<file path="config.mk">
export PLATFORM = sky130hd
export DESIGN_NAME = cpu_core_flat
export DESIGN_NICKNAME = d
export VERILOG_FILES = /design/src/common/bus_pkg.sv /design/src/common/cpu_pkg.sv /design/src/common/wb_if.sv /design/src/design/core/cpu_core.sv /design/src/design/alu/alu.sv /design/src/flat_wrapper.sv
export SDC_FILE = /design/constraint.sdc
export NUM_CORES = 2
export LEC_CHECK = 0
export BUFFER_PORTS_ARGS = -buffer_cell sky130_fd_sc_hd__buf_2
export CORE_UTILIZATION = 50
export DETAILED_ROUTE_END_ITERATION = 10
export PLACE_DENSITY = 0.66
export SYNTH_ARGS = -nofsm -noshare
export SYNTH_HDL_FRONTEND = slang
export SYNTH_SLANG_ARGS = --single-unit
</file>
<file path="constraint.sdc">
create_clock -name clk -period 13.1 [get_ports clk]
set_input_delay 1.31 -clock clk [delete_from_list [all_inputs] [get_ports clk]]
set_output_delay 1.31 -clock clk [all_outputs]
set_load 0.005 [all_outputs]
</file>
<file path="src/common/bus_pkg.sv">
`default_nettype none

package bus_pkg;

   localparam int adr_width = 8; // word address
   localparam int ram_depth = 256;

   // last owner of the RAM port
   typedef enum logic {
      gnt_core,
      gnt_host
   } grant_e;

endpackage

`default_nettype wire

</file>
<file path="src/common/cpu_pkg.sv">
`default_nettype none

package cpu_pkg;

   localparam int data_width = 32;
   localparam int reg_count  = 16;
   localparam int flag_width = 8;

   // bit positions in the flag byte, upper nibble unused
   localparam int flag_c = 0;
   localparam int flag_v = 1;
   localparam int flag_z = 2;
   localparam int flag_s = 3;

   // op[5:4] is the class: 00 two-reg, 01 immediate, 10 single, 11 control
   typedef enum logic [5:0] {
      op_mov   = 6'h00, op_movl  = 6'h01, op_movh  = 6'h02, op_sed   = 6'h03,
      op_add   = 6'h04, op_adc   = 6'h05, op_sub   = 6'h06, op_sbb   = 6'h07,
      op_cmp   = 6'h08, op_mul   = 6'h09, op_plus  = 6'h0a, op_btst  = 6'h0b,
      op_and   = 6'h0c, op_or    = 6'h0d, op_xor   = 6'h0e, op_test  = 6'h0f,
      op_mvl   = 6'h10, op_mvh   = 6'h11, op_mvzl  = 6'h12, op_mvs   = 6'h13,
      op_addi  = 6'h14, op_adci  = 6'h15, op_subi  = 6'h16, op_sbbi  = 6'h17,
      op_cmpi  = 6'h18, op_muli  = 6'h19, op_plusi = 6'h1a, op_btsti = 6'h1b,
      op_andi  = 6'h1c, op_ori   = 6'h1d, op_xori  = 6'h1e, op_testi = 6'h1f,
      op_zeb   = 6'h20, op_zew   = 6'h21, op_seb   = 6'h22, op_sew   = 6'h23,
      op_not   = 6'h24, op_neg   = 6'h25, op_ror   = 6'h26, op_rol   = 6'h27,
      op_shl   = 6'h28, op_shr   = 6'h29, op_sha   = 6'h2a, op_getf  = 6'h2e,
      op_ld    = 6'h30, op_st    = 6'h31, op_halt  = 6'h32
   } alu_op_e;

   typedef enum logic [2:0] {
      st_idle,
      st_fetch,
      st_exec,
      st_mem,
      st_halted
   } core_state_e;

endpackage

`default_nettype wire
</file>
<file path="src/common/wb_if.sv">
`timescale 1ns/100ps
`default_nettype none

interface wb_if;
   import cpu_pkg::*;
   import bus_pkg::*;

   logic                  cyc;
   logic                  stb;
   logic                  we;
   logic [adr_width-1:0]  adr;
   logic [data_width-1:0] dat_w; // master to slave
   logic [data_width-1:0] dat_r; // slave to master
   logic                  ack;

   modport master (
      output cyc, stb, we, adr, dat_w,
      input  dat_r, ack
   );

   modport slave (
      input  cyc, stb, we, adr, dat_w,
      output dat_r, ack
   );

endinterface

`default_nettype wire

</file>
<file path="src/design/core/cpu_core.sv">
`timescale 1ns/100ps
`default_nettype none

module cpu_core (
   input  logic clk,
   input  logic rst,
   input  logic start,
   output logic halted,
   wb_if.master bus
);
   import cpu_pkg::*;
   import bus_pkg::*;

   core_state_e state;

   logic [adr_width-1:0]          pc;
   logic [data_width-1:0]         ir;
   logic [flag_width-1:0]         flags;
   logic [data_width-1:0]         regs [reg_count];

   alu_op_e                       op;
   logic [$clog2(reg_count)-1:0]  rd;
   logic [$clog2(reg_count)-1:0]  rb;
   logic [15:0]                   im;

   logic [data_width-1:0]         alu_res;
   logic [flag_width-1:0]         alu_fo;
   logic                          alu_wb_en;
   logic                          alu_flag_en;

   // op | rd | rb | 2 unused | imm16
   assign op = alu_op_e'(ir[31:26]);
   assign rd = ir[25:22];
   assign rb = ir[21:18];
   assign im = ir[15:0];

   alu alu0 (
      .op      (op),
      .fi      (flags),
      .bi      (regs[rb]),
      .di      (regs[rd]),
      .im      (im),
      .res     (alu_res),
      .fo      (alu_fo),
      .wb_en   (alu_wb_en),
      .flag_en (alu_flag_en)
   );

   always_ff @(posedge clk) begin
      if (rst) begin
         state <= st_idle;
         pc    <= '0;
         flags <= '0;
      end else begin
         case (state)
            st_idle: begin
               if (start) begin
                  pc    <= '0;
                  state <= st_fetch;
               end
            end
            st_fetch: begin
               if (bus.ack) begin
                  pc    <= pc + 1'b1;
                  state <= st_exec;
               end
            end
            st_exec: begin
               if (alu_flag_en)
                  flags <= alu_fo;
               case (op)
                  op_ld, op_st: state <= st_mem;
                  op_halt:      state <= st_halted;
                  default:      state <= st_fetch;
               endcase
            end
            st_mem: begin
               if (bus.ack)
                  state <= st_fetch;
            end
            st_halted: ; // left only by rst
            default: state <= st_idle;
         endcase
      end
   end

   always_ff @(posedge clk) begin
      if (state == st_fetch && bus.ack)
         ir <= bus.dat_r;
      if (state == st_exec && alu_wb_en)
         regs[rd] <= alu_res;
      else if (state == st_mem && bus.ack && op == op_ld)
         regs[rd] <= bus.dat_r;
   end

   // request held for the whole fetch or mem state
   assign bus.cyc   = (state == st_fetch) || (state == st_mem);
   assign bus.stb   = bus.cyc;
   assign bus.we    = (state == st_mem) && (op == op_st);
   assign bus.adr   = (state == st_mem) ? im[adr_width-1:0] : pc;
   assign bus.dat_w = regs[rd];

   assign halted = (state == st_halted);

endmodule

`default_nettype wire

</file>
<file path="src/design/alu/alu.sv">
`timescale 1ns/100ps
`default_nettype none

module alu (
   input  cpu_pkg::alu_op_e               op,
   input  logic [cpu_pkg::flag_width-1:0] fi,
   input  logic [cpu_pkg::data_width-1:0] bi,
   input  logic [cpu_pkg::data_width-1:0] di,
   input  logic [15:0]                    im,
   output logic [cpu_pkg::data_width-1:0] res,
   output logic [cpu_pkg::flag_width-1:0] fo,
   output logic                           wb_en,
   output logic                           flag_en
);
   import cpu_pkg::*;

   logic [1:0]            op_class;
   logic [data_width-1:0] op2;
   logic [data_width-1:0] b_add;
   logic [data_width:0]   sum;
   logic                  cin;
   logic [data_width-1:0] res_log;
   logic [data_width-1:0] res_sh;
   logic                  c_sh;
   logic                  grp_add;
   logic                  grp_log;
   logic                  grp_sh;

   assign op_class = op[5:4];

   always_comb begin
      op2 = {{16{im[15]}}, im}; // sign extended unless noted
      if (op_class == 2'b00)
         op2 = bi;
      else if (op == op_testi)
         op2 = {16'hffff, im};
      else if (op[3:2] == 2'b00 || op[3:2] == 2'b11)
         op2 = {16'h0000, im};
   end

   always_comb begin
      grp_add = 1'b0;
      grp_log = 1'b0;
      grp_sh  = 1'b0;
      case (op)
         op_add, op_adc, op_sub, op_sbb, op_cmp, op_plus,
         op_addi, op_adci, op_subi, op_sbbi, op_cmpi, op_plusi: grp_add = 1'b1;
         op_btst, op_and, op_or, op_xor, op_test,
         op_btsti, op_andi, op_ori, op_xori, op_testi:          grp_log = 1'b1;
         op_ror, op_rol, op_shl, op_shr, op_sha:                grp_sh  = 1'b1;
         default: ;
      endcase
   end

   // one adder, subtract forms invert op2
   always_comb begin
      cin   = 1'b0;
      b_add = op2;
      case (op)
         op_adc, op_adci: cin = fi[flag_c];
         op_sub, op_subi, op_cmp, op_cmpi: begin
            cin   = 1'b1;
            b_add = ~op2;
         end
         op_sbb, op_sbbi: begin
            cin   = fi[flag_c];
            b_add = ~op2;
         end
         default: ;
      endcase
   end

   assign sum = {1'b0, di} + {1'b0, b_add} + cin;

   always_comb begin
      case (op[3:0])
         4'hd:    res_log = di | op2;
         4'he:    res_log = di ^ op2;
         default: res_log = di & op2; // and, btst, test
      endcase
   end

   always_comb begin
      c_sh = di[0];
      case (op)
         op_ror: res_sh = {fi[flag_c], di[data_width-1:1]};
         op_rol: begin
            res_sh = {di[data_width-2:0], fi[flag_c]};
            c_sh   = di[data_width-1];
         end
         op_shl: begin
            res_sh = {di[data_width-2:0], 1'b0};
            c_sh   = di[data_width-1];
         end
         op_shr:  res_sh = {1'b0, di[data_width-1:1]};
         default: res_sh = {di[data_width-1], di[data_width-1:1]}; // sha
      endcase
   end

   always_comb begin
      res = di;
      case (op)
         op_mov:           res = op2;
         op_movl, op_mvl:  res = {di[31:16], op2[15:0]};
         op_movh, op_mvh:  res = {op2[15:0], di[15:0]};
         op_sed, op_mvs:   res = {{16{op2[15]}}, op2[15:0]};
         op_mvzl:          res = {16'h0000, op2[15:0]};
         op_mul, op_muli:  res = di * op2; // low word only
         op_zeb:           res = {24'h000000, di[7:0]};
         op_zew:           res = {16'h0000, di[15:0]};
         op_seb:           res = {{24{di[7]}}, di[7:0]};
         op_sew:           res = {{16{di[15]}}, di[15:0]};
         op_not:           res = ~di;
         op_neg:           res = -di;
         op_getf:          res = {{(data_width-flag_width){1'b0}}, fi};
         default: ;
      endcase
      if (grp_add)
         res = sum[data_width-1:0];
      else if (grp_log)
         res = res_log;
      else if (grp_sh)
         res = res_sh;
   end

   assign flag_en = grp_add | grp_log | grp_sh;

   always_comb begin
      fo = fi; // logic ops keep c and v
      if (flag_en) begin
         fo[flag_z] = ~|res;
         fo[flag_s] = res[data_width-1];
      end
      if (grp_add) begin
         fo[flag_c] = sum[data_width];
         fo[flag_v] = (di[data_width-1] == b_add[data_width-1]) &
                      (sum[data_width-1] != di[data_width-1]);
      end else if (grp_sh) begin
         fo[flag_c] = c_sh;
         fo[flag_v] = res_sh[data_width-1] ^ di[data_width-1]; // sign changed
      end
   end

   always_comb begin
      case (op)
         op_cmp, op_cmpi, op_btst, op_btsti, op_test, op_testi: wb_en = 1'b0;
         default: wb_en = (op_class != 2'b11);
      endcase
   end

endmodule

`default_nettype wire

</file>
<file path="src/flat_wrapper.sv">
// flat-port wrapper written by rule: the top's interface ports become plain ports
module cpu_core_flat import cpu_pkg::*; import bus_pkg::*;
  (clk, rst, start, halted, bus_cyc, bus_stb, bus_we, bus_adr, bus_dat_w, bus_dat_r, bus_ack);
  wb_if bus_i ();
  input  logic clk;
  input  logic rst;
  input  logic start;
  output logic halted;
  output wire logic [$bits(bus_i.cyc)-1:0] bus_cyc;
  output wire logic [$bits(bus_i.stb)-1:0] bus_stb;
  output wire logic [$bits(bus_i.we)-1:0] bus_we;
  output wire logic [$bits(bus_i.adr)-1:0] bus_adr;
  output wire logic [$bits(bus_i.dat_w)-1:0] bus_dat_w;
  input wire logic [$bits(bus_i.dat_r)-1:0] bus_dat_r;
  input wire logic [$bits(bus_i.ack)-1:0] bus_ack;
  assign bus_cyc = bus_i.cyc;
  assign bus_stb = bus_i.stb;
  assign bus_we = bus_i.we;
  assign bus_adr = bus_i.adr;
  assign bus_dat_w = bus_i.dat_w;
  assign bus_i.dat_r = bus_dat_r;
  assign bus_i.ack = bus_ack;
  cpu_core u_core (.clk(clk), .rst(rst), .start(start), .halted(halted), .bus(bus_i));
endmodule
</file>
==> flow_summary_export.csv <==
group,metric,value,unit
floorplanning,die_w,314,um
synthesis,synthTopCellsByArea,"edfxtp_1 33%, fa_1 17%, mux4_2 11%",
final_layout,nFillCells,8264,
drt,drc_errors,0,
synthesis,synthFlopType,"edfxtp_1",
min_path,holdPathEnd,"u_core.flags[3]",
drt,dr.pass1.iters,9,
global_route,track_usage,36.8,%
status,status,"finished, final reports clean",
setup_path,critPathArrivalTime,12.21,ns
drt,wl_per_cell,32.0,um
sta,layout_min_cycle_time,12.00,ns
global_route,antenna_found_initial,4,
setup_path,critPathKind,"reg -> reg",
synthesis,ys_warn_count,0,
drt,wl,180000,um
final_layout,finish.utilization,54.4,%
setup_path,cp-start-kind,"flip-flop",
sta,fmax,83.3,MHz
min_path,hp-start,"u_core.flags[3]",
placement,gp_congestion,1.06,
setup_path,path_max_fanout,39,
clock_tree,clk_latency,0.61,ns
floorplanning,die_area,0.0986,sq mm
synthesis,synth_top_area_cell,"edfxtp_1",
placement,pre_cts_ws,1.41,ns
floorplanning,ioPinCount,80,
setup_path,worst_r2r_path_depth,30,
sta,holdWs,0.475,ns
setup_path,worstPathRequired,13.31,ns
setup_path,reg2reg_to,"u_core.regs[11][31]",
floorplanning,core_region_area,0.0966,sq mm
synthesis,syn_area_per_cell,11.4,sq um
clock_tree,numCtsBuffers,49,
setup_path,worst_path_most_repeated_cell,"fa_1",
synthesis,syn-cell-area,0.0487,sq mm
synthesis,synth-seq-cells,565,
synthesis,synth_top_area_share,33.4,%
final_layout,final_common_cell,"edfxtp_1",
setup_path,max_stage_delay,0.91,ns
drt,ant_nets,0,
sta,skew,0.0349,ns
global_route,grt_max_degree,66,
clock_tree,htree_levels,2,
floorplanning,die_y,314,um
floorplanning,start_util,50.4,%
clock_tree,cts_sinks,565,
synthesis,ys_async_sr_fraction,0,%
synthesis,synth_cell_types,95,
job,drv_cap,0,
sta,setup_tns,0,ns
clock_tree,hold_buffers,0,
clock_tree,clk_pin_slew,0.08,ns
clock_tree,post-cts-setup-buffers,0,
final_layout,layout_common_cells,"542 x edfxtp_1, 525 x inv_1, 461 x nor2_1, 410 x fa_1, 376 x nand2_1",
setup_path,r2r_slack,1.10,ns
floorplanning,rows,114,
drt,via_per_inst,6.72,
placement,place.port_buffers,79,
final_layout,syn_to_final_growth,7.95,%
synthesis,synthesis.nets,4957,
final_layout,area.sequential,0.0168,sq mm
sta,slew_viol_final,0,
clock_tree,clock_path_buffers,3,
synthesis,synth_edf_count,542,
drt,via_count,37728,
setup_path,crit_family,"adder cells",
sta,slew_headroom,5.92,%
sta,finalSetupViolCount,0,
global_route,globalRouteOverflowTotal,0,
clock_tree,cts_tree,"built",
setup_path,cp_slowest_cell,"clkinv_1",
global_route,grt_first_pass_wirelength,260000,um
placement,dp_hpwl,128000,um
setup_path,cp-end-kind,"flip-flop",
final_layout,multi_input_area,0.0290,sq mm
synthesis,ys_seq_area_share,34.4,%
sta,setup_ws,1.10,ns
final_layout,drive_gt1_share,15.7,%
setup_path,crit_buf_inv,6,
sta,fin_crit_sh,91.6,%
min_path,hold_path_class,"reg -> reg",
min_path,min_path_cells,2,
final_layout,nNetsFinal,4968,
drt,drt_iter0_drc,5031,
clock_tree,cts_root_buf,"clkbuf_16",
synthesis,synthCells,4287,
sta,hold_viol_final,0,
clock_tree,cts_resized,0,
sta,worstMarginPinSlew,1.39,ns
sta,rsz0062_at_grt,"false",
global_route,grt_pass1_vias,37398,
-- worst max path at each step --
stage,cells past startpoint,from,to,slack (ns)
4_1_cts,27,u_core.ir[30],u_core.regs[6][31],1.36
5_1_grt,30,flip-flop,u_core.regs[6][31],0.76
3_3_place_gp,27,u_core.ir[30],u_core.regs[10][31],1.60
3_5_place_dp,27,u_core.ir[30],u_core.regs[10][31],1.41
6_report,30,flip-flop,u_core.regs[11][31],1.10
2_1_floorplan,32,flip-flop,u_core.regs[0][31],3.13
-- area by class of cell --
class	count	area share, %
Tap cell	1276	3.04
Timing Repair Buffer	227	2.91
Clock buffer	63	2.53
Clock inverter	28	0.536
Sequential cell	565	31.9
Antenna cell	1	0.00476
Inverter	545	3.90
Multi-Input combinational cell	2910	55.2
-- per-stage QoR --
stage,std cells,cell area [sq um]
finish,5615,52500
global route,5614,52500
CTS,5614,52500
detailed placement,5523,50900
global placement,5523,50900
floorplan,4287,48700
-- sequential cells by signal, summed over array words and instances, names as in the netlist, named ones only --
name / cells
u_core.regs: 512
u_core.pc: 8
u_core.flags: 4
u_core.ir: 30
u_core.state: 3
-- Yosys cell counts, types with 15 or more instances --
cell and instances:
xnor2_1 90, o211ai_1 22, nand2_1 376, mux2i_1 99
xor2_1 39, mux4_2 247, inv_1 525, edfxtp_1 542
buf_1 29, a211oi_1 31, nor2b_1 23, o221ai_1 25
dfxtp_1 23, and2_1 16, nand3_1 47, nand2b_1 17
a221oi_1 48, buf_2 48, nor2_1 476, nand4_1 21
clkbuf_1 174, fa_1 410, nor3_1 45, a22o_1 17
o21a_1 19, o22ai_1 34, a21oi_1 129, nor4_1 20
a21o_1 25, ha_1 224, a22oi_1 15, o21ai_0 96
mux2_2 33, a31oi_1 26
-- worst min-delay path, delay by kind of cell (launching register included) --
kind             cells  cell delay (ns)
AO/OA/AOI/OAI        1             0.05
flip-flops           1             0.33
AND/OR/NAND/NOR      1             0.06
-- metal layers --
layer,track usage (%),part of all wire (%),vias to the layer above
met4,22.5,7.5,4
met2,56.0,44,2885
met3,9.99,13,744
li1,-,-,15221
met1,46.9,35,18874
met5,0,0.016,-
-- cells by family (layout without fill, tap and decap cells) --
| kind of cell | count (synthesis) | after routing | synth area share, % |
|---|---|---|---|
| multiplexers | 380 | 380 | 14.3 |
| XOR/XNOR | 136 | 136 | 2.65 |
| buffers and inverters | 812 | 863 | 6.57 |
| adder cells (fa/ha/maj) | 634 | 634 | 22.6 |
| AO/OA/AOI/OAI | 625 | 625 | 9.25 |
| AND/OR/NAND/NOR | 1135 | 1135 | 10.2 |
| flip-flops | 565 | 565 | 34.4 |
| other | 0 | 1 | 0 |
Power is left out: the tool's default activity adds up to more than one toggle a clock period on the data nets, which glitch-free logic cannot reach.
