### config.mk
export PLATFORM = sky130hd
export DESIGN_NAME = wb_arbiter_flat
export DESIGN_NICKNAME = d
export VERILOG_FILES = /design/src/common/bus_pkg.sv /design/src/common/cpu_pkg.sv /design/src/common/wb_if.sv /design/src/design/wb_arbiter.sv /design/src/flat_wrapper.sv
export SDC_FILE = /design/constraint.sdc
export NUM_CORES = 1
export LEC_CHECK = 0
export ABC_CLOCK_PERIOD_IN_PS = 2400
export BUFFER_PORTS_ARGS = -buffer_cell sky130_fd_sc_hd__buf_2
export CAP_MARGIN = 20
export CORE_AREA = 5 5 86 88
export CTS_CLUSTER_SIZE = 24
export DETAILED_ROUTE_END_ITERATION = 6
export DIE_AREA = 0 0 91 93
export GPL_ROUTABILITY_DRIVEN = 0
export SLEW_MARGIN = 30
export SYNTH_ARGS = -nofsm -noshare
export SYNTH_HDL_FRONTEND = slang
export SYNTH_SLANG_ARGS = --single-unit
export TNS_END_PERCENT = 50
### constraint.sdc
create_clock -name clk -period 2.4 [get_ports clk]
set_input_delay 0.6 -clock clk [delete_from_list [all_inputs] [get_ports clk]]
set_output_delay 0.6 -clock clk [all_outputs]
set_load 0.1 [all_outputs]
### src/common/bus_pkg.sv
`default_nettype none

package bus_pkg;

   localparam int adr_width = 8; // word address
   localparam int ram_depth = 256;

   // last owner of the RAM port
   typedef enum logic {
      gnt_core,
      gnt_host
   } grant_e;

endpackage

`default_nettype wire

### src/common/cpu_pkg.sv
`default_nettype none

package cpu_pkg;

   localparam int data_width = 32;
   localparam int reg_count  = 16;
   localparam int flag_width = 8;

   // bit positions in the flag byte, upper nibble unused
   localparam int flag_c = 0;
   localparam int flag_v = 1;
   localparam int flag_z = 2;
   localparam int flag_s = 3;

   // op[5:4] is the class: 00 two-reg, 01 immediate, 10 single, 11 control
   typedef enum logic [5:0] {
      op_mov   = 6'h00, op_movl  = 6'h01, op_movh  = 6'h02, op_sed   = 6'h03,
      op_add   = 6'h04, op_adc   = 6'h05, op_sub   = 6'h06, op_sbb   = 6'h07,
      op_cmp   = 6'h08, op_mul   = 6'h09, op_plus  = 6'h0a, op_btst  = 6'h0b,
      op_and   = 6'h0c, op_or    = 6'h0d, op_xor   = 6'h0e, op_test  = 6'h0f,
      op_mvl   = 6'h10, op_mvh   = 6'h11, op_mvzl  = 6'h12, op_mvs   = 6'h13,
      op_addi  = 6'h14, op_adci  = 6'h15, op_subi  = 6'h16, op_sbbi  = 6'h17,
      op_cmpi  = 6'h18, op_muli  = 6'h19, op_plusi = 6'h1a, op_btsti = 6'h1b,
      op_andi  = 6'h1c, op_ori   = 6'h1d, op_xori  = 6'h1e, op_testi = 6'h1f,
      op_zeb   = 6'h20, op_zew   = 6'h21, op_seb   = 6'h22, op_sew   = 6'h23,
      op_not   = 6'h24, op_neg   = 6'h25, op_ror   = 6'h26, op_rol   = 6'h27,
      op_shl   = 6'h28, op_shr   = 6'h29, op_sha   = 6'h2a, op_getf  = 6'h2e,
      op_ld    = 6'h30, op_st    = 6'h31, op_halt  = 6'h32
   } alu_op_e;

   typedef enum logic [2:0] {
      st_idle,
      st_fetch,
      st_exec,
      st_mem,
      st_halted
   } core_state_e;

endpackage

`default_nettype wire
### src/common/wb_if.sv
`timescale 1ns/100ps
`default_nettype none

interface wb_if;
   import cpu_pkg::*;
   import bus_pkg::*;

   logic                  cyc;
   logic                  stb;
   logic                  we;
   logic [adr_width-1:0]  adr;
   logic [data_width-1:0] dat_w; // master to slave
   logic [data_width-1:0] dat_r; // slave to master
   logic                  ack;

   modport master (
      output cyc, stb, we, adr, dat_w,
      input  dat_r, ack
   );

   modport slave (
      input  cyc, stb, we, adr, dat_w,
      output dat_r, ack
   );

endinterface

`default_nettype wire

### src/design/wb_arbiter.sv
`timescale 1ns/100ps
`default_nettype none

module wb_arbiter (
   input  logic clk,
   input  logic rst,
   wb_if.slave  core,
   wb_if.slave  host,
   wb_if.master ram
);
   import bus_pkg::*;

   grant_e owner;
   grant_e other;
   logic   active;
   logic   sel_core;
   logic   own_cyc;
   logic   oth_cyc;
   logic   pass;

   assign sel_core = (owner == gnt_core);
   assign own_cyc  = sel_core ? core.cyc : host.cyc;
   assign oth_cyc  = sel_core ? host.cyc : core.cyc;
   assign other    = sel_core ? gnt_host : gnt_core;

   // last owner goes straight through when the other side is quiet
   assign pass = active | (own_cyc & ~oth_cyc);

   always_ff @(posedge clk) begin
      if (rst) begin
         owner  <= gnt_core;
         active <= 1'b0;
      end else if (!active) begin
         if (oth_cyc) begin
            owner  <= other; // costs one cycle
            active <= 1'b1;
         end else if (own_cyc) begin
            active <= 1'b1;
         end
      end else if (!own_cyc) begin
         active <= 1'b0;
      end
   end

   assign ram.cyc   = pass & own_cyc;
   assign ram.stb   = pass & (sel_core ? core.stb : host.stb);
   assign ram.we    = sel_core ? core.we : host.we;
   assign ram.adr   = sel_core ? core.adr : host.adr;
   assign ram.dat_w = sel_core ? core.dat_w : host.dat_w;

   assign core.dat_r = ram.dat_r;
   assign host.dat_r = ram.dat_r;
   assign core.ack   = ram.ack & pass & sel_core;
   assign host.ack   = ram.ack & pass & ~sel_core;

endmodule

`default_nettype wire

### src/flat_wrapper.sv
// flat-port wrapper written by rule: the top's interface ports become plain ports
module wb_arbiter_flat import bus_pkg::*;
  (clk, rst, core_cyc, core_stb, core_we, core_adr, core_dat_w, core_dat_r, core_ack, host_cyc, host_stb, host_we, host_adr, host_dat_w, host_dat_r, host_ack, ram_cyc, ram_stb, ram_we, ram_adr, ram_dat_w, ram_dat_r, ram_ack);
  wb_if core_i ();
  wb_if host_i ();
  wb_if ram_i ();
  input  logic clk;
  input  logic rst;
  input wire logic [$bits(core_i.cyc)-1:0] core_cyc;
  input wire logic [$bits(core_i.stb)-1:0] core_stb;
  input wire logic [$bits(core_i.we)-1:0] core_we;
  input wire logic [$bits(core_i.adr)-1:0] core_adr;
  input wire logic [$bits(core_i.dat_w)-1:0] core_dat_w;
  output wire logic [$bits(core_i.dat_r)-1:0] core_dat_r;
  output wire logic [$bits(core_i.ack)-1:0] core_ack;
  input wire logic [$bits(host_i.cyc)-1:0] host_cyc;
  input wire logic [$bits(host_i.stb)-1:0] host_stb;
  input wire logic [$bits(host_i.we)-1:0] host_we;
  input wire logic [$bits(host_i.adr)-1:0] host_adr;
  input wire logic [$bits(host_i.dat_w)-1:0] host_dat_w;
  output wire logic [$bits(host_i.dat_r)-1:0] host_dat_r;
  output wire logic [$bits(host_i.ack)-1:0] host_ack;
  output wire logic [$bits(ram_i.cyc)-1:0] ram_cyc;
  output wire logic [$bits(ram_i.stb)-1:0] ram_stb;
  output wire logic [$bits(ram_i.we)-1:0] ram_we;
  output wire logic [$bits(ram_i.adr)-1:0] ram_adr;
  output wire logic [$bits(ram_i.dat_w)-1:0] ram_dat_w;
  input wire logic [$bits(ram_i.dat_r)-1:0] ram_dat_r;
  input wire logic [$bits(ram_i.ack)-1:0] ram_ack;
  assign core_i.cyc = core_cyc;
  assign core_i.stb = core_stb;
  assign core_i.we = core_we;
  assign core_i.adr = core_adr;
  assign core_i.dat_w = core_dat_w;
  assign core_dat_r = core_i.dat_r;
  assign core_ack = core_i.ack;
  assign host_i.cyc = host_cyc;
  assign host_i.stb = host_stb;
  assign host_i.we = host_we;
  assign host_i.adr = host_adr;
  assign host_i.dat_w = host_dat_w;
  assign host_dat_r = host_i.dat_r;
  assign host_ack = host_i.ack;
  assign ram_cyc = ram_i.cyc;
  assign ram_stb = ram_i.stb;
  assign ram_we = ram_i.we;
  assign ram_adr = ram_i.adr;
  assign ram_dat_w = ram_i.dat_w;
  assign ram_i.dat_r = ram_dat_r;
  assign ram_i.ack = ram_ack;
  wb_arbiter u_core (.clk(clk), .rst(rst), .core(core_i), .host(host_i), .ram(ram_i));
endmodule
==> impl_metrics.ini, run 1 <==
[pwr]
pwr-share-clk_pct = 12.9
p_leak_nw = 0.935
internal_power_mw = 0.361
seqPwrFrac_pct = 4.2
p_sw_mw = 0.656
switching_share_pct = 64.5
p_comb_share_pct = 82.9
power_density_nw_per_um2 = 620
ir_drop_v = 0.000291

[logic_synthesis]
synth.distinct_cells = 15
synth_area_um2 = 1320
synth_warnings = 0
yosys_register_bits = 2
synthCells = 134
synth_nets = 255
yosysSeqAreaShare_pct = 3.03
avgSynthCellArea_um2 = 9.85

[floorplanning]
core_area_um2 = 6570
fp.dieH_um = 93
io_pins = 230
rows = 30
initial_utilization_pct = 20.1
die_x_um = 91
die-area_um2 = 8460

[worst_setup_path]
cp-start-kind = flop
endpoint_kind = output port
critPathKind = reg2out
reg2reg_depth = 4
r2r_setup_slack_ps = 1410
worst_ep_arrival_time_ps = 1560
crit_fanout = 37
crit-reg2reg-capture = u_core.owner
reg2reg_from = u_core.owner
cp.required_ps = 1800

[global_route]
gr-total-overflow = 0
grtUsageTotal_pct = 7.37
grt_max_degree = 38
grt_pass1_vias = 1133
antenna_found_initial = 0
grt_pass1_wl_mm = 5.20

[placement]
io_buffers = 133
place_ws_ps = 329
dpl_cell_area_um2 = 1600
dp.final_hpwl_mm = 3.19

[final_layout]
area_growth_syn_to_layout_pct = 24.2
final_nets = 325
drive_above_1_share_pct = 91.6
antennaDiodeCount = 0
fin_area_um2 = 1640

[timing]
timing.fmax_mhz = 462
drv_slew = 0
finalHoldViolations = 0
rsz0062_at_grt = false
worst_pin_slew_ps = 507
period_minus_slack_ps = 2160
worst_clock_skew_ps = 1.13
setup_ws_ps = 237
maxSlewHeadroom_pct = 66.5
fin_crit_sh_pct = 90.1
setup_viol = 0

[clocking]
cts_made_buffers = 3
hold_buffers = 0
worstSkewPairLatency_ps = 210
cts_tree = done
h-tree-depth = 1
cts.path.max_buffers = 2
cts_sinks = 2
clockRootBuffer = clkbuf_8
clk_transition_reported_paths_ps = 30
cts-resized-gates = 0
post_cts_buffers = 0

[drt]
drt_iter0_drc = 11
vias = 1098
wl_per_cell_um = 12.8
ant_nets = 0
drt_wl_total_mm = 3.60
drc = 0
viasPerCell = 3.89
drt_first_pass_iters = 3

[worst_hold_path]
worst_hold_path_type = reg2reg
hold_path_startpoint = u_core.active
hold_path_end = u_core.active
holdPathStages = 1

[job]
max_cap_violations = 0

[run_status]
outcome = finished, final reports clean
metrics by stage:
step | hold slack (ps) | power [mW] | setup TNS [ps] | cells | utilization (%)
5_1_grt | 582 | 1.05 | 0 | 282 | 25.0
6_report | 575 | 1.02 | 0 | 282 | 25.0
3_3_place_gp | 572 | 0.887 | 0 | 279 | 24.3
3_5_place_dp | 575 | 0.891 | 0 | 279 | 24.3
2_1_floorplan | 531 | 1.26 | -549 | 134 | -
4_1_cts | 574 | 1.03 | 0 | 282 | 25.0
layer usage:
metal  vias to the layer above  track usage [%]  wire [um]
li1                        520                -          -
met1                       470             5.68        956
met2                        80             13.6       1810
met3                        28             4.26        660
met4                         0             5.13        165
met5                         -                0          0
state kept, by name (all words and copies together) (netlist names):
signal and cells:
u_core.owner 1, u_core.active 1
logic make-up (layout without fill, tap and decap cells):
family,count (synthesis),in the layout,synth area share [%]
buf+inv,73,141,42.4
mux,41,41,46.6
simple gates,10,10,4.08
compound gates,8,8,3.89
flops,2,2,3.03
power groups by stage:
stage          clock [mW]  combinational, mW  sequential, mW
6_report            0.131              0.843          0.0431
5_1_grt             0.140              0.869          0.0443
4_1_cts             0.136              0.849          0.0432
3_5_place_dp            0              0.848          0.0436
3_3_place_gp            0              0.844          0.0435
2_1_floorplan           0               1.22          0.0394
cells in the final DEF, fill, tap and decap left out:
cell type  count
nand2b_1       1
clkbuf_8       3
dfxtp_2        1
nand2_1        3
nor2_1         3
a21oi_1        4
o21ai_0        1
nor3b_2        2
o21ai_2        1
a211oi_2       1
inv_1          3
nand3_1        1
buf_12         2
mux2_4        41
o32ai_2        1
buf_2        132
buf_4          1
dfxtp_1        1
synthesized netlist by cell type:
| cell type | count | share of area, % |
|---|---|---|
| o21ai_0 | 2 | 0.76 |
| inv_1 | 3 | 0.85 |
| nor3b_1 | 1 | 0.57 |
| a211oi_2 | 1 | 0.95 |
| mux2_4 | 41 | 47 |
| nor2_1 | 3 | 0.85 |
| buf_6 | 6 | 5.1 |
| o32ai_1 | 1 | 0.66 |
| buf_4 | 64 | 36 |
| dfxtp_1 | 2 | 3.0 |
| nand3_1 | 1 | 0.38 |
| a21oi_1 | 4 | 1.5 |
| nand2_1 | 3 | 0.85 |
| nand2b_1 | 1 | 0.47 |
| nor3b_2 | 1 | 0.95 |
layout make-up:
type / count / area, um^2
fillers: 712 / 4930
multi-input cells: 59 / 737
repair buffers: 135 / 708
well taps: 80 / 100
flip-flops and latches: 2 / 41.3
clock buffers: 3 / 41.3
inverters: 3 / 11.3
critical path, cell delays in order, from the launching register on:
cell and delay (ps):
dfxtp_2 410, buf_12 290, mux2_4 200, buf_2 420
how the worst max path moves through the flow:
stage	startpoint	slack (ps)	to
6_report	u_core.owner	240	ram_adr[0]
2_1_floorplan	host_cyc	-210	ram_stb
3_3_place_gp	host_cyc	320	core_ack
3_5_place_dp	host_cyc	330	core_ack
5_1_grt	u_core.owner	160	ram_adr[2]
4_1_cts	u_core.owner	220	ram_dat_w[28]
Note: power is estimated with default switching activity, not from simulation.
==> run 2: changes to the inputs <==
ABC_AREA = 1   (was unset)
CORE_AREA = 5 5 87 89   (was 5 5 86 88)
DIE_AREA = 0 0 92 94   (was 0 0 91 93)
==> impl_metrics.ini, run 2 <==
[floorplanning]
io_pins = 230
fp.dieH_um = 94
die-area_um2 = 8650
die_x_um = 92
rows = 30
core_area_um2 = 6680
initial_utilization_pct = 17.8

[timing]
setup_viol = 0
period_minus_slack_ps = 2120
finalHoldViolations = 0
rsz0062_at_grt = false
fin_crit_sh_pct = 88.4
drv_slew = 0
timing.fmax_mhz = 471
worst_pin_slew_ps = 499
worst_clock_skew_ps = 3.54
maxSlewHeadroom_pct = 67.0

[worst_setup_path]
crit-reg2reg-capture = u_core.active
r2r_setup_slack_ps = 1350
crit_path_cell_trace = inv_2 -> buf_4 -> nand2_1 -> nand3_4 -> nand2_1 -> nor2_1 -> buf_12
reg2reg_depth = 5
endpoint_kind = output port
slowest_delay_ps = 320
cp-start-kind = flop
cp.required_ps = 1800
critPathKind = reg2out
critPathSlowestCell = dfxtp_2
worst_ep_arrival_time_ps = 1520
crit_fanout = 22
cp_common_cell = nand2_1
reg2reg_from = u_core.owner

[worst_hold_path]
hold_path_end = u_core.active
hold_path_startpoint = rst
worst_hold_path_type = in2reg
holdPathStages = 2

[clocking]
cts_tree = done
h-tree-depth = 1
clk_transition_reported_paths_ps = 30
worstSkewPairLatency_ps = 210
cts.path.max_buffers = 2
hold_buffers = 0
cts_sinks = 2
cts_made_buffers = 3
post_cts_buffers = 0
cts-resized-gates = 0
clockRootBuffer = clkbuf_8

[final_layout]
top_regs = u_core.active: 1 flops, u_core.owner: 1 flops
layout_common_cells = buf_2, nand2_1
fin_area_um2 = 1550
final_nets = 411
area_growth_syn_to_layout_pct = 30.0
final_common_cell = buf_2
drive_above_1_share_pct = 51.7
antennaDiodeCount = 0

[drt]
drt_wl_total_mm = 3.91
wl_per_cell_um = 10.6
drt_first_pass_iters = 4
drt_iter0_drc = 9
drc = 0
viasPerCell = 3.86
vias = 1419
ant_nets = 0

[logic_synthesis]
synth_nets = 342
synth_area_um2 = 1190
yosys.area.top_type = buf_4
synth_edf_count = 0
post-synth-top-count-cell = nand2_1
synth.distinct_cells = 16
synthFlopType = dfxtp_1
synthCells = 221
yosysTopAreaCellShare_pct = 42.9
synth_common_cells = nand2_1, buf_4, buf_2, inv_1, nor2_1
synth_area_leaders = buf_4, nand2_1, dfxtp_1, nand2_4, buf_2
yosys_register_bits = 2
synth_warnings = 0
synth_async_sr_flop_share_pct = 0
yosysSeqAreaShare_pct = 3.36
avgSynthCellArea_um2 = 5.38

[placement]
io_buffers = 133
dpl_cell_area_um2 = 1510
dp.final_hpwl_mm = 3.45

[global_route]
grt_pass1_wl_mm = 6.00
antenna_found_initial = 0
grtUsageTotal_pct = 8.16
gr-total-overflow = 0
grt_max_degree = 24
grt_pass1_vias = 1373

[pwr]
ir_drop_v = 0.000359
p_total_mw = 1.42
p_leak_nw = 1.05
power_density_nw_per_um2 = 920

[job]
max_cap_violations = 0

[run_status]
outcome = finished, final reports clean
run 2: changes by cell type in the layout (fill, tap and decap cells not counted), sizes merged, moves of 2 or more:
cell   change
nand3      +3
mux2      -41
buf        +2
o21ai      -2
nor3b      -2
inv        +2
a21oi      -2
nand2    +126
run 2: area by class of cell:
cell class	instances	area, um^2
flip-flops and latches	2	41.3
fillers	793	5130
well taps	80	100
repair buffers	137	756
clock buffers	3	41.3
inverters	5	18.8
multi-input cells	141	589
run 2: worst max path at each step:
| stage | end | start | cells past startpoint |
|---|---|---|---|
| 2_1_floorplan | ram_stb | core_cyc | 5 |
| 3_3_place_gp | host_ack | host_cyc | 7 |
| 3_5_place_dp | ram_cyc | host_cyc | 7 |
| 4_1_cts | ram_cyc | u_core.owner | 7 |
| 5_1_grt | ram_stb | u_core.owner | 7 |
| 6_report | ram_cyc | u_core.owner | 7 |
run 2: cell families after synthesis:
logic type,Yosys count,synth area share [%]
AND/OR/NAND/NOR,138,47.5
buffers and inverters,78,47.1
AO/OA/AOI/OAI,2,1.16
flip-flops,2,3.37
multiplexers,1,0.841
run 2: routing by layer:
layer	GRT usage (%)	vias to the layer above	routed length [um]	share of wire [%]
met3	2.40	38	481	12
met1	8.39	569	1290	33
met5	0	-	0	0
li1	-	728	-	-
met2	14.0	84	1870	48
met4	6.19	0	259	6.6
run 2: per-stage QoR:
stage | util, % | hold slack [ps] | std cells | setup WS [ps] | setup TNS (ps)
2_1_floorplan | - | 514 | 221 | -339 | -1320
3_3_place_gp | 22.5 | 591 | 365 | 380 | 0
3_5_place_dp | 22.5 | 604 | 365 | 361 | 0
4_1_cts | 23.1 | 570 | 368 | 244 | 0
5_1_grt | 23.1 | 567 | 368 | 160 | 0
6_report | 23.1 | 572 | 368 | 278 | 0
run 2: power breakdown:
group          leakage, nW  switching (mW)  internal, mW  total [mW]
registers           0.0170         0.00265        0.0388      0.0415
logic                 1.01            1.03         0.221        1.25
clock network       0.0216          0.0233         0.106       0.129
total                 1.05            1.06         0.366        1.42
run 2: critical path: cells and delay by family, from the launching register on:
family / cells / cell delay (ps)
buffers and inverters: 3 / 490
and+or+nand+nor: 4 / 500
DFF: 1 / 320
==> run 3: changes to the inputs <==
ABC_CLOCK_PERIOD_IN_PS = unset   (was 2400)
CORE_AREA = 5 5 85 87   (was 5 5 87 89)
DIE_AREA = 0 0 90 92   (was 0 0 92 94)
SLEW_MARGIN = 20   (was 30)
clock period = 2.3 ns   (was 2.4 ns; I/O delays follow)
==> impl_metrics.ini, run 3 (synthesis gave the netlist of run 2 again) <==
[clocking]
cts.path.max_buffers = 2
cts_sinks = 2
h-tree-depth = 1
worstSkewPairLatency_ps = 210
cts-resized-gates = 0
cts_made_buffers = 3
hold_buffers = 0
post_cts_buffers = 0
cts_tree = done
clockRootBuffer = clkbuf_8
clk_transition_reported_paths_ps = 30

[drt]
drc = 0
ant_nets = 0
viasPerCell = 3.93
drt_first_pass_iters = 4
vias = 1434
wl_per_cell_um = 11.2
drt_iter0_drc = 28
drt_wl_total_mm = 4.08

[worst_setup_path]
reg2reg_depth = 5
crit_end = ram_stb
r2r_setup_slack_ps = 1280
crit_family = simple AND/OR/NAND/NOR gates
crit_fanout = 17
crit-reg2reg-capture = u_core.active
crit_path_cell_trace = inv_2 -> buf_4 -> nand2_1 -> nand3_4 -> nand2_1 -> nor2_1 -> buf_12
cp.depth = 7
cp-start-kind = flop
worst_ep_arrival_time_ps = 1480
cp.required_ps = 1730
reg2reg_from = u_core.owner
endpoint_kind = output port
critPathKind = reg2out
cp-startpoint = u_core.owner
cp_common_cell = nand2_1
critPathSlowestCell = dfxtp_2
worst-path-buf-inv = 3
slowest_delay_ps = 320

[global_route]
grtUsageTotal_pct = 8.95
grt_max_degree = 29
grt_pass1_vias = 1364
grt_pass1_wl_mm = 6.33
gr-total-overflow = 0
antenna_found_initial = 0

[pwr]
pwr-share-clk_pct = 9.4
p_leak_nw = 1.05
p_sw_mw = 1.11
ir_drop_v = 0.000414
p_comb_share_pct = 87.7
seqPwrFrac_pct = 2.9
switching_share_pct = 74.4
power_density_nw_per_um2 = 969
internal_power_mw = 0.382

[timing]
fin_setup_tns_ps = 0
drv_slew = 0
period_minus_slack_ps = 2060
finalHoldViolations = 0
setup_viol = 0
worst_clock_skew_ps = 0.161
maxSlewHeadroom_pct = 67.3
rsz0062_at_grt = false
holdWs_ps = 540
timing.fmax_mhz = 485
fin_crit_sh_pct = 89.6
worst_pin_slew_ps = 494

[job]
max_cap_violations = 0

[final_layout]
multi_input_area_um2 = 589
nFillCells = 728
drive_above_1_share_pct = 51.7
layout_common_cells = buf_2, nand2_1
antennaDiodeCount = 0
final_common_cell = buf_2
top_regs = u_core.active: 1 flops, u_core.owner: 1 flops
regArea_um2 = 41.3
final_nets = 411
area_growth_syn_to_layout_pct = 29.7

[floorplanning]
io_pins = 230
die-area_um2 = 8280
die_x_um = 90
fp.dieH_um = 92
initial_utilization_pct = 19.0
core_area_um2 = 6280
rows = 29

[run_status]
outcome = finished, final reports clean

[placement]
dp.final_hpwl_mm = 3.56
io_buffers = 133

[worst_hold_path]
worst_hold_path_type = in2reg
run 3: cell counts in the layout (fill, tap and decap cells not counted):
Identical to the previous run, type by type.
run 3: stage by stage:
stage | total power, mW | std cells | util, % | setup WS [ps] | area (um^2)
final | 1.49 | 365 | 24.6 | 240 | 1540
after global routing | 1.56 | 365 | 24.6 | 124 | 1540
after CTS | 1.51 | 365 | 24.6 | 199 | 1540
after detailed placement | 1.36 | 362 | 23.9 | 305 | 1500
after global placement | 1.35 | 362 | 23.9 | 343 | 1500
after floorplan | 1.64 | 221 | - | -389 | 1190
run 3: metal layers:
metal | track usage (%) | vias to the layer above | wire length, um
met1 | 8.39 | 569 | 1340
met5 | 0 | - | 0
met4 | 7.57 | 0 | 299
met2 | 15.0 | 98 | 1910
met3 | 3.93 | 41 | 531
li1 | - | 726 | -
run 3: layout make-up:
type,count,area share [%]
Clock buffer,3,2.68
Tap cell,77,6.24
Sequential cell,2,2.68
Inverter,5,1.22
Timing Repair Buffer,137,49.0
Multi-Input combinational cell,141,38.2
run 3: how the worst min path moves through the flow:
stage / slack, ps / endpoint / start / cells after the start
floorplan: 510 / u_core.owner / u_core.owner / 2
global placement: 590 / u_core.active / u_core.active / 3
detailed placement: 600 / u_core.active / u_core.active / 3
CTS: 530 / u_core.active / rst / 2
global route: 530 / u_core.active / rst / 2
finish: 540 / u_core.active / rst / 2
run 3: power groups by stage:
| stage | sequential (mW) | combinational [mW] | clock (mW) |
|---|---|---|---|
| 4_1_cts | 0.0433 | 1.32 | 0.149 |
| 3_5_place_dp | 0.0437 | 1.32 | 0 |
| 2_1_floorplan | 0.0426 | 1.60 | 0 |
| 6_report | 0.0433 | 1.31 | 0.141 |
| 3_3_place_gp | 0.0434 | 1.31 | 0 |
| 5_1_grt | 0.0442 | 1.37 | 0.151 |
